**src/mips_params.svh**
```systemverilog
/*
 * queue depth must be a power of two
 * alu selector codes are 3 bits wide to match alu_sel_t
 */
`ifndef MIPS_PARAMS_SVH
`define MIPS_PARAMS_SVH

// ====================
// instruction queue
// ====================
`define QUEUE_DEPTH 4

// ====================
// alu selector codes
// ====================
`define ALU_ADD 3'd0
`define ALU_SUB 3'd1
`define ALU_AND 3'd2
`define ALU_OR  3'd3
`define ALU_SLT 3'd4
`define ALU_LUI 3'd5

`endif

```
**src/mips_pkg.sv**
```systemverilog
/*
 * shared vector types for the mips32 subset core
 * widths follow the mips32 instruction encoding
 */
package mips_pkg;

	// ====================
	// data path
	// ====================
	// data and instruction words
	typedef logic [31:0] word_t;

	// register number, 32 registers
	typedef logic [4:0] reg_addr_t;

	// ====================
	// instruction fields
	// ====================
	// opcode in bits 31:26
	typedef logic [5:0] opcode_t;

	// function code in bits 5:0, r-type only
	typedef logic [5:0] funct_t;

	// ====================
	// execute control
	// ====================
	// alu operation, codes live in mips_params.svh
	typedef logic [2:0] alu_sel_t;

endpackage

```
**src/dec_op_if.sv**
```systemverilog
/*
 * one decoded operation from decode to execute
 * valid/ready transfer, payload held while valid waits for ready
 */
`timescale 1ns/1ps

interface dec_op_if;
	import mips_pkg::*;

	// handshake
	logic valid;
	logic ready;

	// payload
	alu_sel_t alu_sel;
	word_t op_a;
	word_t op_b;
	// destination, 0 means the result is discarded by the bank
	reg_addr_t rd;

	// decode side
	modport src (
		output valid,
		output alu_sel,
		output op_a,
		output op_b,
		output rd,
		input ready
	);

	// execute side
	modport dst (
		input valid,
		input alu_sel,
		input op_a,
		input op_b,
		input rd,
		output ready
	);

endinterface

```
**src/decode_stage.sv**
```systemverilog
/*
 * takes one queue entry per cycle unless blocked by its own registered op
 * forwarding covers only the result held in execute
 */
`timescale 1ns/1ps

module decode_stage (
	input logic i_clk,
	input logic i_nrst,
	// queue head
	input logic i_q_valid,
	input mips_pkg::word_t i_q_instr,
	output logic o_q_ready,
	// pending result in execute
	input logic i_fwd_valid,
	input mips_pkg::reg_addr_t i_fwd_rd,
	input mips_pkg::word_t i_fwd_data,
	// bank write from execute
	input logic i_we,
	input mips_pkg::reg_addr_t i_wa,
	input mips_pkg::word_t i_wd,
	// decoded operation out
	dec_op_if.src o_dec
);
	import mips_pkg::*;

	reg_addr_t rs;
	reg_addr_t rt;
	reg_addr_t rd;
	reg_addr_t dst;
	word_t rs_bank;
	word_t rt_bank;
	word_t rs_val;
	word_t rt_val;
	word_t imm_ext;
	alu_sel_t alu_sel;
	logic use_imm;
	logic zero_ext;
	logic dst_rt;
	logic supported;
	logic rt_used;
	logic hazard;
	logic take;

	// ====================
	// fields and operands
	// ====================
	assign rs = i_q_instr[25:21];
	assign rt = i_q_instr[20:16];
	assign rd = i_q_instr[15:11];

	reg_bank u_reg_bank (
		.i_clk(i_clk),
		.i_nrst(i_nrst),
		.i_rs(rs),
		.i_rt(rt),
		.i_we(i_we),
		.i_wa(i_wa),
		.i_wd(i_wd),
		.o_rs_data(rs_bank),
		.o_rt_data(rt_bank)
	);

	main_control u_main_control (
		.i_opcode(i_q_instr[31:26]),
		.i_funct(i_q_instr[5:0]),
		.o_alu_sel(alu_sel),
		.o_use_imm(use_imm),
		.o_zero_ext(zero_ext),
		.o_dst_rt(dst_rt),
		.o_supported(supported)
	);

	// newest value wins, execute result over bank
	assign rs_val = (i_fwd_valid && (i_fwd_rd != '0) && (i_fwd_rd == rs)) ? i_fwd_data : rs_bank;
	assign rt_val = (i_fwd_valid && (i_fwd_rd != '0) && (i_fwd_rd == rt)) ? i_fwd_data : rt_bank;

	// andi and ori zero extend, the rest sign extend
	assign imm_ext = zero_ext ? {16'h0000, i_q_instr[15:0]} :
		{{16{i_q_instr[15]}}, i_q_instr[15:0]};
	assign dst = dst_rt ? rt : rd;

	// ====================
	// interlock
	// ====================
	// rt is a source only for r-type
	assign rt_used = supported && !use_imm;
	// registered op not yet in execute, its result cannot be forwarded
	assign hazard = o_dec.valid && (o_dec.rd != '0) && supported &&
		((o_dec.rd == rs) || (rt_used && (o_dec.rd == rt)));

	// register free or draining this cycle
	assign o_q_ready = (!o_dec.valid || o_dec.ready) && !hazard;
	assign take = i_q_valid && o_q_ready;

	// ====================
	// decode register
	// ====================
	always_ff @(posedge i_clk, negedge i_nrst) begin
		if (!i_nrst) begin
			o_dec.valid <= 1'b0;
		end else if (take) begin
			o_dec.valid <= 1'b1;
		end else if (o_dec.ready) begin
			o_dec.valid <= 1'b0;
		end
	end

	// payload, unsupported becomes 0 + 0 into r0
	always_ff @(posedge i_clk) begin
		if (take) begin
			o_dec.alu_sel <= alu_sel;
			o_dec.op_a <= supported ? rs_val : '0;
			o_dec.op_b <= !supported ? '0 : (use_imm ? imm_ext : rt_val);
			o_dec.rd <= supported ? dst : '0;
		end
	end

endmodule

```
**src/execute_stage.sv**
```systemverilog
/*
 * single result register, also the forwarding source for decode
 * the bank write fires only when the write-back beat completes
 */
`timescale 1ns/1ps
`include "mips_params.svh"

module execute_stage (
	input logic i_clk,
	input logic i_nrst,
	input logic i_wb_ready,
	// decoded operation in
	dec_op_if.dst i_dec,
	// write-back beat
	output logic o_wb_valid,
	output mips_pkg::reg_addr_t o_wb_rd,
	output mips_pkg::word_t o_wb_data,
	// register bank write
	output logic o_we,
	output mips_pkg::reg_addr_t o_wa,
	output mips_pkg::word_t o_wd
);
	import mips_pkg::*;

	word_t alu_res;
	logic wb_done;
	logic take;

	// ====================
	// alu
	// ====================
	always_comb begin
		case (i_dec.alu_sel)
			`ALU_ADD: alu_res = i_dec.op_a + i_dec.op_b;
			`ALU_SUB: alu_res = i_dec.op_a - i_dec.op_b;
			`ALU_AND: alu_res = i_dec.op_a & i_dec.op_b;
			`ALU_OR: alu_res = i_dec.op_a | i_dec.op_b;
			// signed compare
			`ALU_SLT: alu_res = {31'd0, $signed(i_dec.op_a) < $signed(i_dec.op_b)};
			// immediate into the upper half
			`ALU_LUI: alu_res = {i_dec.op_b[15:0], 16'h0000};
			default: alu_res = '0;
		endcase
	end

	// ====================
	// handshakes
	// ====================
	assign wb_done = o_wb_valid && i_wb_ready;
	// empty, or emptied by this cycle's beat
	assign i_dec.ready = !o_wb_valid || i_wb_ready;
	assign take = i_dec.valid && i_dec.ready;

	// ====================
	// result register
	// ====================
	always_ff @(posedge i_clk, negedge i_nrst) begin
		if (!i_nrst) begin
			o_wb_valid <= 1'b0;
		end else if (take) begin
			o_wb_valid <= 1'b1;
		end else if (wb_done) begin
			o_wb_valid <= 1'b0;
		end
	end

	// held while i_wb_ready is low
	always_ff @(posedge i_clk) begin
		if (take) begin
			o_wb_rd <= i_dec.rd;
			o_wb_data <= alu_res;
		end
	end

	// bank write on the completing beat
	assign o_we = wb_done;
	assign o_wa = o_wb_rd;
	assign o_wd = o_wb_data;

endmodule

```
**src/instr_queue.sv**
```systemverilog
/*
 * circular instruction buffer, DEPTH must be a power of two
 * write and read may both happen in one cycle
 */
`timescale 1ns/1ps
`include "mips_params.svh"

module instr_queue #(
	parameter int DEPTH = `QUEUE_DEPTH
) (
	input logic i_clk,
	input logic i_nrst,
	// upstream side
	input logic i_valid,
	input mips_pkg::word_t i_instr,
	output logic o_ready,
	// downstream side
	output logic o_valid,
	output mips_pkg::word_t o_instr,
	input logic i_ready
);
	import mips_pkg::*;

	// address bits, pointers carry one extra wrap bit
	localparam int AW = $clog2(DEPTH);

	word_t mem [DEPTH];
	logic [AW:0] wr_ptr;
	logic [AW:0] rd_ptr;
	logic empty;
	logic full;
	logic push;
	logic pop;

	// same wrap bit means empty, different wrap bit means full
	assign empty = (wr_ptr == rd_ptr);
	assign full = (wr_ptr[AW] != rd_ptr[AW]) && (wr_ptr[AW-1:0] == rd_ptr[AW-1:0]);

	assign o_ready = !full;
	assign o_valid = !empty;
	assign o_instr = mem[rd_ptr[AW-1:0]];

	assign push = i_valid && o_ready;
	assign pop = o_valid && i_ready;

	// ====================
	// pointers
	// ====================
	always_ff @(posedge i_clk, negedge i_nrst) begin
		if (!i_nrst) begin
			wr_ptr <= '0;
			rd_ptr <= '0;
		end else begin
			if (push) begin
				wr_ptr <= wr_ptr + 1'b1;
			end
			if (pop) begin
				rd_ptr <= rd_ptr + 1'b1;
			end
		end
	end

	// storage, no reset needed
	always_ff @(posedge i_clk) begin
		if (push) begin
			mem[wr_ptr[AW-1:0]] <= i_instr;
		end
	end

endmodule

```
**src/main_control.sv**
```systemverilog
/*
 * opcode and funct decoder for the supported subset only
 * anything else is flagged unsupported and decodes as an add
 */
`timescale 1ns/1ps
`include "mips_params.svh"

module main_control (
	input mips_pkg::opcode_t i_opcode,
	input mips_pkg::funct_t i_funct,
	output mips_pkg::alu_sel_t o_alu_sel,
	output logic o_use_imm,
	output logic o_zero_ext,
	output logic o_dst_rt,
	output logic o_supported
);
	import mips_pkg::*;

	// opcodes
	localparam opcode_t OP_RTYPE = 6'h00;
	localparam opcode_t OP_ADDIU = 6'h09;
	localparam opcode_t OP_ANDI = 6'h0c;
	localparam opcode_t OP_ORI = 6'h0d;
	localparam opcode_t OP_LUI = 6'h0f;

	// r-type function codes
	localparam funct_t FN_ADDU = 6'h21;
	localparam funct_t FN_SUBU = 6'h23;
	localparam funct_t FN_AND = 6'h24;
	localparam funct_t FN_OR = 6'h25;
	localparam funct_t FN_SLT = 6'h2a;

	always_comb begin
		// defaults, unsupported add with rd as destination
		o_alu_sel = `ALU_ADD;
		o_use_imm = 1'b0;
		o_zero_ext = 1'b0;
		o_dst_rt = 1'b0;
		o_supported = 1'b1;
		case (i_opcode)
			OP_RTYPE: begin
				case (i_funct)
					FN_ADDU: o_alu_sel = `ALU_ADD;
					FN_SUBU: o_alu_sel = `ALU_SUB;
					FN_AND: o_alu_sel = `ALU_AND;
					FN_OR: o_alu_sel = `ALU_OR;
					FN_SLT: o_alu_sel = `ALU_SLT;
					default: o_supported = 1'b0;
				endcase
			end
			// i-type, destination is rt
			OP_ADDIU: begin
				o_use_imm = 1'b1;
				o_dst_rt = 1'b1;
			end
			OP_ANDI: begin
				o_alu_sel = `ALU_AND;
				o_use_imm = 1'b1;
				o_zero_ext = 1'b1;
				o_dst_rt = 1'b1;
			end
			OP_ORI: begin
				o_alu_sel = `ALU_OR;
				o_use_imm = 1'b1;
				o_zero_ext = 1'b1;
				o_dst_rt = 1'b1;
			end
			// upper immediate, execute shifts it up
			OP_LUI: begin
				o_alu_sel = `ALU_LUI;
				o_use_imm = 1'b1;
				o_dst_rt = 1'b1;
			end
			default: o_supported = 1'b0;
		endcase
	end

endmodule

```
**src/mips_core.sv**
```systemverilog
/*
 * mips32 subset core: queue, decode, execute
 * one write-back beat per accepted instruction, in order
 */
`timescale 1ns/1ps

module mips_core (
	input logic i_clk,
	input logic i_nrst,
	// instruction input
	input logic i_instr_valid,
	output logic o_instr_ready,
	input mips_pkg::word_t i_instr,
	// write-back output
	output logic o_wb_valid,
	input logic i_wb_ready,
	output mips_pkg::reg_addr_t o_wb_rd,
	output mips_pkg::word_t o_wb_data
);
	import mips_pkg::*;

	// queue to decode
	logic q_valid;
	logic q_ready;
	word_t q_instr;

	// bank write from execute
	logic we;
	reg_addr_t wa;
	word_t wd;

	// decode to execute
	dec_op_if u_dec_op ();

	instr_queue u_instr_queue (
		.i_clk(i_clk),
		.i_nrst(i_nrst),
		.i_valid(i_instr_valid),
		.i_instr(i_instr),
		.o_ready(o_instr_ready),
		.o_valid(q_valid),
		.o_instr(q_instr),
		.i_ready(q_ready)
	);

	// forwarding taps the write-back outputs directly
	decode_stage u_decode_stage (
		.i_clk(i_clk),
		.i_nrst(i_nrst),
		.i_q_valid(q_valid),
		.i_q_instr(q_instr),
		.o_q_ready(q_ready),
		.i_fwd_valid(o_wb_valid),
		.i_fwd_rd(o_wb_rd),
		.i_fwd_data(o_wb_data),
		.i_we(we),
		.i_wa(wa),
		.i_wd(wd),
		.o_dec(u_dec_op.src)
	);

	execute_stage u_execute_stage (
		.i_clk(i_clk),
		.i_nrst(i_nrst),
		.i_wb_ready(i_wb_ready),
		.i_dec(u_dec_op.dst),
		.o_wb_valid(o_wb_valid),
		.o_wb_rd(o_wb_rd),
		.o_wb_data(o_wb_data),
		.o_we(we),
		.o_wa(wa),
		.o_wd(wd)
	);

endmodule

```
**src/reg_bank.sv**
```systemverilog
/*
 * 32 x 32 register file, two combinational reads, one write
 * register 0 reads as zero; no bypass from a write in the same cycle
 */
`timescale 1ns/1ps

module reg_bank (
	input logic i_clk,
	input logic i_nrst,
	// read ports
	input mips_pkg::reg_addr_t i_rs,
	input mips_pkg::reg_addr_t i_rt,
	// write port
	input logic i_we,
	input mips_pkg::reg_addr_t i_wa,
	input mips_pkg::word_t i_wd,
	output mips_pkg::word_t o_rs_data,
	output mips_pkg::word_t o_rt_data
);
	import mips_pkg::*;

	word_t regs [32];

	// ====================
	// write
	// ====================
	// whole bank starts at zero, writes to r0 dropped
	always_ff @(posedge i_clk, negedge i_nrst) begin
		if (!i_nrst) begin
			for (int i = 0; i < 32; i++) begin
				regs[i] <= '0;
			end
		end else if (i_we && (i_wa != '0)) begin
			regs[i_wa] <= i_wd;
		end
	end

	// ====================
	// read
	// ====================
	assign o_rs_data = (i_rs == '0) ? '0 : regs[i_rs];
	assign o_rt_data = (i_rt == '0) ? '0 : regs[i_rt];

endmodule

```
**config.mk**
```make
export PLATFORM = sky130hd
export DESIGN_NAME = mips_core
export DESIGN_NICKNAME = d
export VERILOG_FILES = /design/src/mips_pkg.sv /design/src/dec_op_if.sv /design/src/decode_stage.sv /design/src/execute_stage.sv /design/src/instr_queue.sv /design/src/main_control.sv /design/src/mips_core.sv /design/src/reg_bank.sv
export VERILOG_INCLUDE_DIRS = /design/src
export SDC_FILE = /design/constraint.sdc
export NUM_CORES = 2
export LEC_CHECK = 0
export BUFFER_PORTS_ARGS = -buffer_cell sky130_fd_sc_hd__buf_2
export CELL_PAD_IN_SITES_DETAIL_PLACEMENT = 1
export CELL_PAD_IN_SITES_GLOBAL_PLACEMENT = 2
export CORE_MARGIN = 3
export CORE_UTILIZATION = 50
export CTS_CLUSTER_SIZE = 16
export DETAILED_ROUTE_END_ITERATION = 7
export PLACE_DENSITY = 0.93
export SETUP_SLACK_MARGIN = 0.02
export SLEW_MARGIN = 20
export SYNTH_ARGS = -nofsm -noshare
export SYNTH_HDL_FRONTEND = slang
export SYNTH_SLANG_ARGS = --single-unit
```
**constraint.sdc**
```tcl
create_clock -name i_clk -period 6 [get_ports i_clk]
set_clock_uncertainty 0.1 [all_clocks]
set_input_delay 0.6 -clock i_clk [delete_from_list [all_inputs] [get_ports i_clk]]
set_output_delay 0.6 -clock i_clk [all_outputs]
set_load 0.005 [all_outputs]
```
**Word-level counts from Yosys, hierarchy flattened**

Memories as Yosys holds them, arrays and structs flattened.
Index checks and enable logic that the tools add are counted.

- Output and inout bits: 39
- Memory bits (writable): 128
- Logic and storage cells: 143
- Memories: 1
- Bits in registers: 1141
- Input bits: 36

Memory list:

| name | words | width | rd ports | clocked after Yosys merged registers in | wr ports | RTL line | text |
|---|---|---|---|---|---|---|---|
| u_instr_queue.mem | 4 | 32 | 1 | 0 | 1 | instr_queue.sv:27 | `word_t mem [DEPTH];` |

- Order comparisons: 5
- Equal/unequal tests: 21
- Add/sub/neg operators: 4
- Reduce and logical (&&, ||, !) cells: 36
- Multiplexer cells: 29
- Bitwise gates (word level): 5

Operator list:

| kind | number |
|---|---|
| $bwmux 1024 | 1 |
| $mux 32 | 11 |
| $bmux 32 s5 | 2 |
| $pmux 32 s6 | 1 |
| $demux 32 s5 | 1 |
| $add 32x32->32 | 1 |
| $and 32x32->32 | 1 |
| $lt 32x32->1 | 1 |
| $or 32x32->32 | 1 |
| $sub 32x32->32 | 1 |
| $eq 6x6->1 const B | 5 |
| $eq 6x4->1 const B | 4 |
| $pmux 3 s4 | 2 |
| $eq 5x5->1 | 4 |
| $ge 6x6->1 const B | 3 |
| $not 5->6 | 3 |
| $logic_and 1x1->1 | 16 |
| $logic_not 5->1 | 2 |
| $reduce_bool 5->1 | 2 |
| $mux 1 | 9 |
| $add 3x1->3 const B | 2 |
| $eq 3x2->1 const B | 2 |
| $eq 3x3->1 const B | 2 |
| $logic_not 1->1 | 6 |
| other kinds (14) | 17 |

**Logic depth before layout (Yosys ltp)**

An unclocked memory read counts as a cell.

- Depth after elaboration: 13
- Depth in mapped cells: 15
- Mapped depth without buffers: 12

**Cells and area by module**

A second synthesis with hierarchy kept.

- Cells, all modules: 5073
- Area, all modules: 70208.6 µm²

By module, submodules not included:

| module | sequential area each (µm²) | cells an instance | area an instance (µm²) | times used |
|---|---|---|---|---|
| reg_bank | 25624.6 | 3620 | 54362.1 | 1 |
| execute_stage | 1136.1 | 844 | 6547.5 | 1 |
| instr_queue | 3993.8 | 215 | 5103.6 | 1 |
| decode_stage | 2187.1 | 370 | 4031.4 | 1 |
| main_control | 0.0 | 24 | 163.9 | 1 |

**Worst setup path after synthesis**

OpenSTA, ideal clock, no wires.

- Path kind: flip-flop to flip-flop
- Start point: register u_instr_queue.rd_ptr[0]
- End point: register u_instr_queue.rd_ptr[1]
- Path slack: 2.143 ns
- Period minus slack after synthesis: 3.857 ns
- Library setup time: 0.126 ns
- Buffers on the path: 5
- Data required time: 5.774 ns
- Stages on the path, launching flop included: 14
- Data arrival time: 3.631 ns
- Cells stage by stage: dfrtp_1 -> buf_6 -> buf_12 -> buf_12 -> mux4_2 -> buf_2 -> buf_4 -> xnor2_1 -> nand4_1 -> nor3_1 -> a21oi_1 -> o32ai_1 -> o21ba_2 -> mux2_2

- Longest elaborated chain between the ends: 12
- Elaborated cells on any way between the ends: 30
- Those cells by class: add/sub (1); eq/ne (12); mux (3); reduce/logical (13); memory (1)

RTL lines:

| element | RTL line | text |
|---|---|---|
| start, declared | instr_queue.sv:29 | `logic [AW:0] rd_ptr;` |
| start signal, assigned | instr_queue.sv:58 | `rd_ptr <= rd_ptr + 1'b1;` |
| $mem_v2 4x32 | - |  |
| $eq 6x6->1 or $eq 6x4->1 (tied branches) | main_control.sv:42, main_control.sv:40 |  |
| $reduce_or 5->1 (no line) or $reduce_or 4->1 (tied branches) | - |  |
| $mux 1, on equally long branches | main_control.sv:42, main_control.sv:40 |  |
| $pmux 1 s2 or $logic_not 1->1 (tied branches) | main_control.sv:40, decode_stage.sv:87 |  |
| $logic_and 1x1->1 | decode_stage.sv:87 | `assign rt_used = supported && !use_imm;` |
| $logic_and 1x1->1 | decode_stage.sv:90 | `((o_dec.rd == rs) \|\| (rt_used && (o_dec.rd == rt)));` |
| $logic_or 1x1->1 | decode_stage.sv:90 |  |
| $logic_and 1x1->1 | decode_stage.sv:89 | `assign hazard = o_dec.valid && (o_dec.rd != '0) && supported &&` |
| $logic_not 1->1 | decode_stage.sv:93 | `assign o_q_ready = (!o_dec.valid \|\| o_dec.ready) && !hazard;` |
| $logic_and 1x1->1 | decode_stage.sv:93 |  |
| $logic_and 1x1->1 (*) | - |  |
| named net u_decode_stage.take | decode_stage.sv:43 | `logic take;` |

Mark *: on every way through the listed nets, which the timed path passes. The rest lies on a longest branch.
A chain may end at the register's enable or synchronous reset.

**Final worst setup path**

- Start point: register u_instr_queue.rd_ptr[1]
- End point: register u_decode_stage.o_dec.op_b[23] (enable)

- Longest elaborated chain between the ends: 12
- Elaborated cells on any way between the ends: 29
- Those cells by class: eq/ne (12); mux (3); reduce/logical (13); memory (1)

RTL lines:

| element | RTL line | text |
|---|---|---|
| $mem_v2 4x32 | - |  |
| $eq 6x6->1 or $eq 6x4->1 (tied branches) | main_control.sv:42, main_control.sv:40 |  |
| $reduce_or 5->1 (no line) or $reduce_or 4->1 (tied branches) | - |  |
| $mux 1, on equally long branches | main_control.sv:42, main_control.sv:40 |  |
| $pmux 1 s2 or $logic_not 1->1 (tied branches) | main_control.sv:40, decode_stage.sv:87 |  |
| $logic_and 1x1->1 | decode_stage.sv:87 |  |
| $logic_and 1x1->1 | decode_stage.sv:90 |  |
| $logic_or 1x1->1 | decode_stage.sv:90 |  |
| $logic_and 1x1->1 | decode_stage.sv:89 |  |
| $logic_not 1->1 | decode_stage.sv:93 |  |
| $logic_and 1x1->1 | decode_stage.sv:93 |  |
| $logic_and 1x1->1 (*) | decode_stage.sv:94 | `assign take = i_q_valid && o_q_ready;` |
| named net u_decode_stage.take | decode_stage.sv:43 |  |
| end signal, assigned | decode_stage.sv:114 | `o_dec.op_b <= !supported ? '0 : (use_imm ? imm_ext : rt_val);` |
| end, declared | dec_op_if.sv:26 | `output op_b,` |

Marked as above.

==> run summary <==
metal3 WL - 18840 um
post-synthesis mux area share - 33.95%
Core Area - 137800 um^2
number of synthesized flops with an enable pin - 237
CTS tree - yes
Tightest Hold Check Type - in -> reg
# setup viols final - 0
largest net degree at the start of global routing - 172
f_max - 207.0 MHz
GRT overflow - 0
M1 wire length - 90860 um
vias in the first global route - 53949
Least-Margin Pin Slew - 1.225 ns
Die Height - 379.2 um
drt drc - 0
crit share post-route - 80.53%
Antenna Violating Nets Remaining - 0
initial core utilization - 50.53%
Worst Reg-to-Reg Cells - 9
Fin. Hold Viols - 0
Vias per Instance - 7.001
area share of the largest cell type after synthesis - 37.08%
reg2reg setup slack - 1.17 ns
Leakage - 32.37 nW
reg2reg start - u_instr_queue.rd_ptr[1]$_DFFE_PN0P_
top cells by area, synth - dfrtp_1, mux2_2, mux4_2
first-pass GRT wire length - 357200 um
clock root buffer - clkbuf_16
Routed WL - 240300 um
count of pins over their slew limit - 0
total global-route track usage - 33.48%
arrival time at the worst endpoint - 5.17 ns
mapped cell area - 69640 um^2
FF-to-FF End - u_decode_stage.o_dec.op_b[23]$_SDFFCE_PN0P_
max cap viols - 0
I/O Buffers - 74
worst-path fanout max - 62
post-DP HPWL - 144700 um
pwr/cell area - 693.5 nW/um^2
hold worst-path end - u_instr_queue.wr_ptr[1]$_DFFE_PN0P_
gpl congestion - 0.8818
Reg clk slew, reported paths - 0.07 ns
CP endpoint kind - flop
Syn Area/Cell - 13.02 um^2
DR WL met2 - 112400 um
Post-Synth Simple-Gate Area - 5.667%
Die Area - 143800 um^2
antenna violations before repair - 4
Startpoint Class - flop
outcome - finished clean
Compound-Gate Fraction of Synth Area - 6.951%
Synth-to-Final Area Change - 10.12%
Yosys cell types - 81
via count - 49868
drt wl/cell - 33.74 um
TritonCTS Sinks - 1269
min Tclk post-route - 4.832 ns
Post-CTS Setup Bufs - 0
main combinational cell family by area after synthesis - multiplexers
I/O Pins - 75
Num CTS Buffers - 140
Cells after Synth - 5350
Synthesized Nets - 5489
post-route setup TNS - 0 ns
commonest cells in the netlist - dfrtp_1, mux2_2, mux4_2, nand2_1, clkbuf_1
maximum clock path buffer count - 3
initial drt markers - 4827
CTS HTree Levels - 4
final net count - 5360
RSZ-0062 raised after global routing - no
Hold Path Stages - 3
Max IR drop VDD - 0.5177 mV
post-cts sizing count - 0
Crit Path Class - reg -> reg
Synth Flop Type - dfrtp_1
Worst slew margin - 18.15%
hold path startpoint - i_instr_valid
register area share after synthesis - 47.30%
Yosys reg bits - 1269
Synth area leader - dfrtp_1
Top Metal Used - met5
die width - 379.2 um
share of layout cells above drive strength 1 - 35.66%
Post-Synth XOR/XNOR Area - 0.3899%
Synthesis Warnings - 0
cts hold-fix bufs - 33
FP Rows - 136
post-synthesis adder-cell area fraction - 1.872%
router iterations before antenna repair - 5
ys async rst share - 81.32%
hold_ws - 0.2073 ns
Clk Latency, worst-skew pair - 0.81 ns
Crit path required time - 6.34 ns
Fillers - 13301
cell with the most instances after synthesis - dfrtp_1
[power breakdown]
part	switching, mW	total, mW	internal, mW
sequential	3.32	16.0	12.7
combinational	16.6	28.5	11.9
clock	3.78	8.74	4.96
[worst max-delay path by stage]
stage	startpoint	endpoint	slack, ns	cells past startpoint
after floorplan	u_instr_queue.rd_ptr[0]$_DFFE_PN0P_	u_instr_queue.rd_ptr[1]$_DFFE_PN0P_	2.14	13
after global placement	u_instr_queue.rd_ptr[0]$_DFFE_PN0P_	u_decode_stage.o_dec.op_a[30]$_SDFFCE_PN0P_	1.47	9
after detailed placement	u_instr_queue.rd_ptr[0]$_DFFE_PN0P_	u_decode_stage.o_dec.op_a[30]$_SDFFCE_PN0P_	1.29	9
after CTS	u_instr_queue.rd_ptr[0]$_DFFE_PN0P_	u_decode_stage.o_dec.op_a[30]$_SDFFCE_PN0P_	1.25	9
after global routing	u_instr_queue.rd_ptr[0]$_DFFE_PN0P_	u_decode_stage.o_dec.op_a[30]$_SDFFCE_PN0P_	0.94	9
final	u_instr_queue.rd_ptr[1]$_DFFE_PN0P_	u_decode_stage.o_dec.op_b[23]$_SDFFCE_PN0P_	1.17	9
[placed cells by master (no fill, tap or decap), types with 101 or more instances in the layout]
master | synthesis | routed
a21oi_1 | 232 | 232
mux2i_1 | 290 | 290
nand3_1 | 141 | 141
a211oi_1 | 101 | 101
clkbuf_16 | 0 | 144
nand2_1 | 403 | 398
inv_1 | 123 | 123
edfxtp_1 | 237 | 237
mux2_2 | 1002 | 1001
buf_4 | 9 | 122
ha_1 | 101 | 101
mux4_2 | 403 | 400
dfrtp_1 | 1032 | 1031
[worst max-delay path: stages (launching register included)]
cell and delay [ns]:
dfrtp_1 0.75, buf_4 0.41, mux2i_1 0.41, mux2_4 0.91
xnor2_1 0.23, nor3_1 0.08, a21oi_1 0.23, o32ai_1 0.20
o21ba_4 0.64, buf_12 0.38
[cell families after synthesis]
family | Yosys count
buffers and inverters | 649
adder cells (fa/ha/maj) | 103
multiplexers | 1710
AO/OA/AOI/OAI | 729
AND/OR/NAND/NOR | 859
XOR/XNOR | 31
flip-flops | 1269
[per-stage QoR]
step	total power [mW]	worst slack (ns)	std cells	instance area [um^2]	utilization [%]
floorplan	33.87	2.143	5350	69640	-
global placement	42.11	1.466	6839	71760	52.07
detailed placement	43.41	1.292	6840	71790	52.09
CTS	52.59	1.245	7122	76680	55.63
global route	55.40	0.9358	7122	76680	55.64
finish	53.18	1.168	7123	76690	55.64
[layout make-up]
cell class	count	area (um^2)	share of cell area [%]
Inverter	124	465.4	0.6070
Clock inverter	40	422.9	0.5515
Clock buffer	209	4138	5.396
Sequential cell	1269	32940	42.96
Multi-Input combinational cell	3432	34340	44.77
Antenna cell	1	2.502	0.003263
Tap cell	1794	2245	2.927
Timing Repair Buffer	254	2135	2.783
[layer usage]
metal | global-route usage, % | vias to the layer above
met4 | 22.44 | 4
met3 | 6.747 | 845
met5 | 0 | -
met1 | 41.74 | 26478
li1 | - | 19895
met2 | 52.98 | 2646
[state kept, by name (all words and copies together), names as in the netlist]
name / flops
u_decode_stage.o_dec.valid: 1
u_decode_stage.o_dec.op_a: 32
u_decode_stage.u_reg_bank.regs: 1024
u_execute_stage.o_wb_data: 32
u_instr_queue.wr_ptr: 3
u_execute_stage.o_wa: 5
u_decode_stage.o_dec.op_b: 32
u_execute_stage.o_wb_valid: 1
u_decode_stage.o_dec.rd: 5
u_decode_stage.o_dec.alu_sel: 3
u_instr_queue.mem: 128
u_instr_queue.rd_ptr: 3
Power figures use the tool's default switching activity.
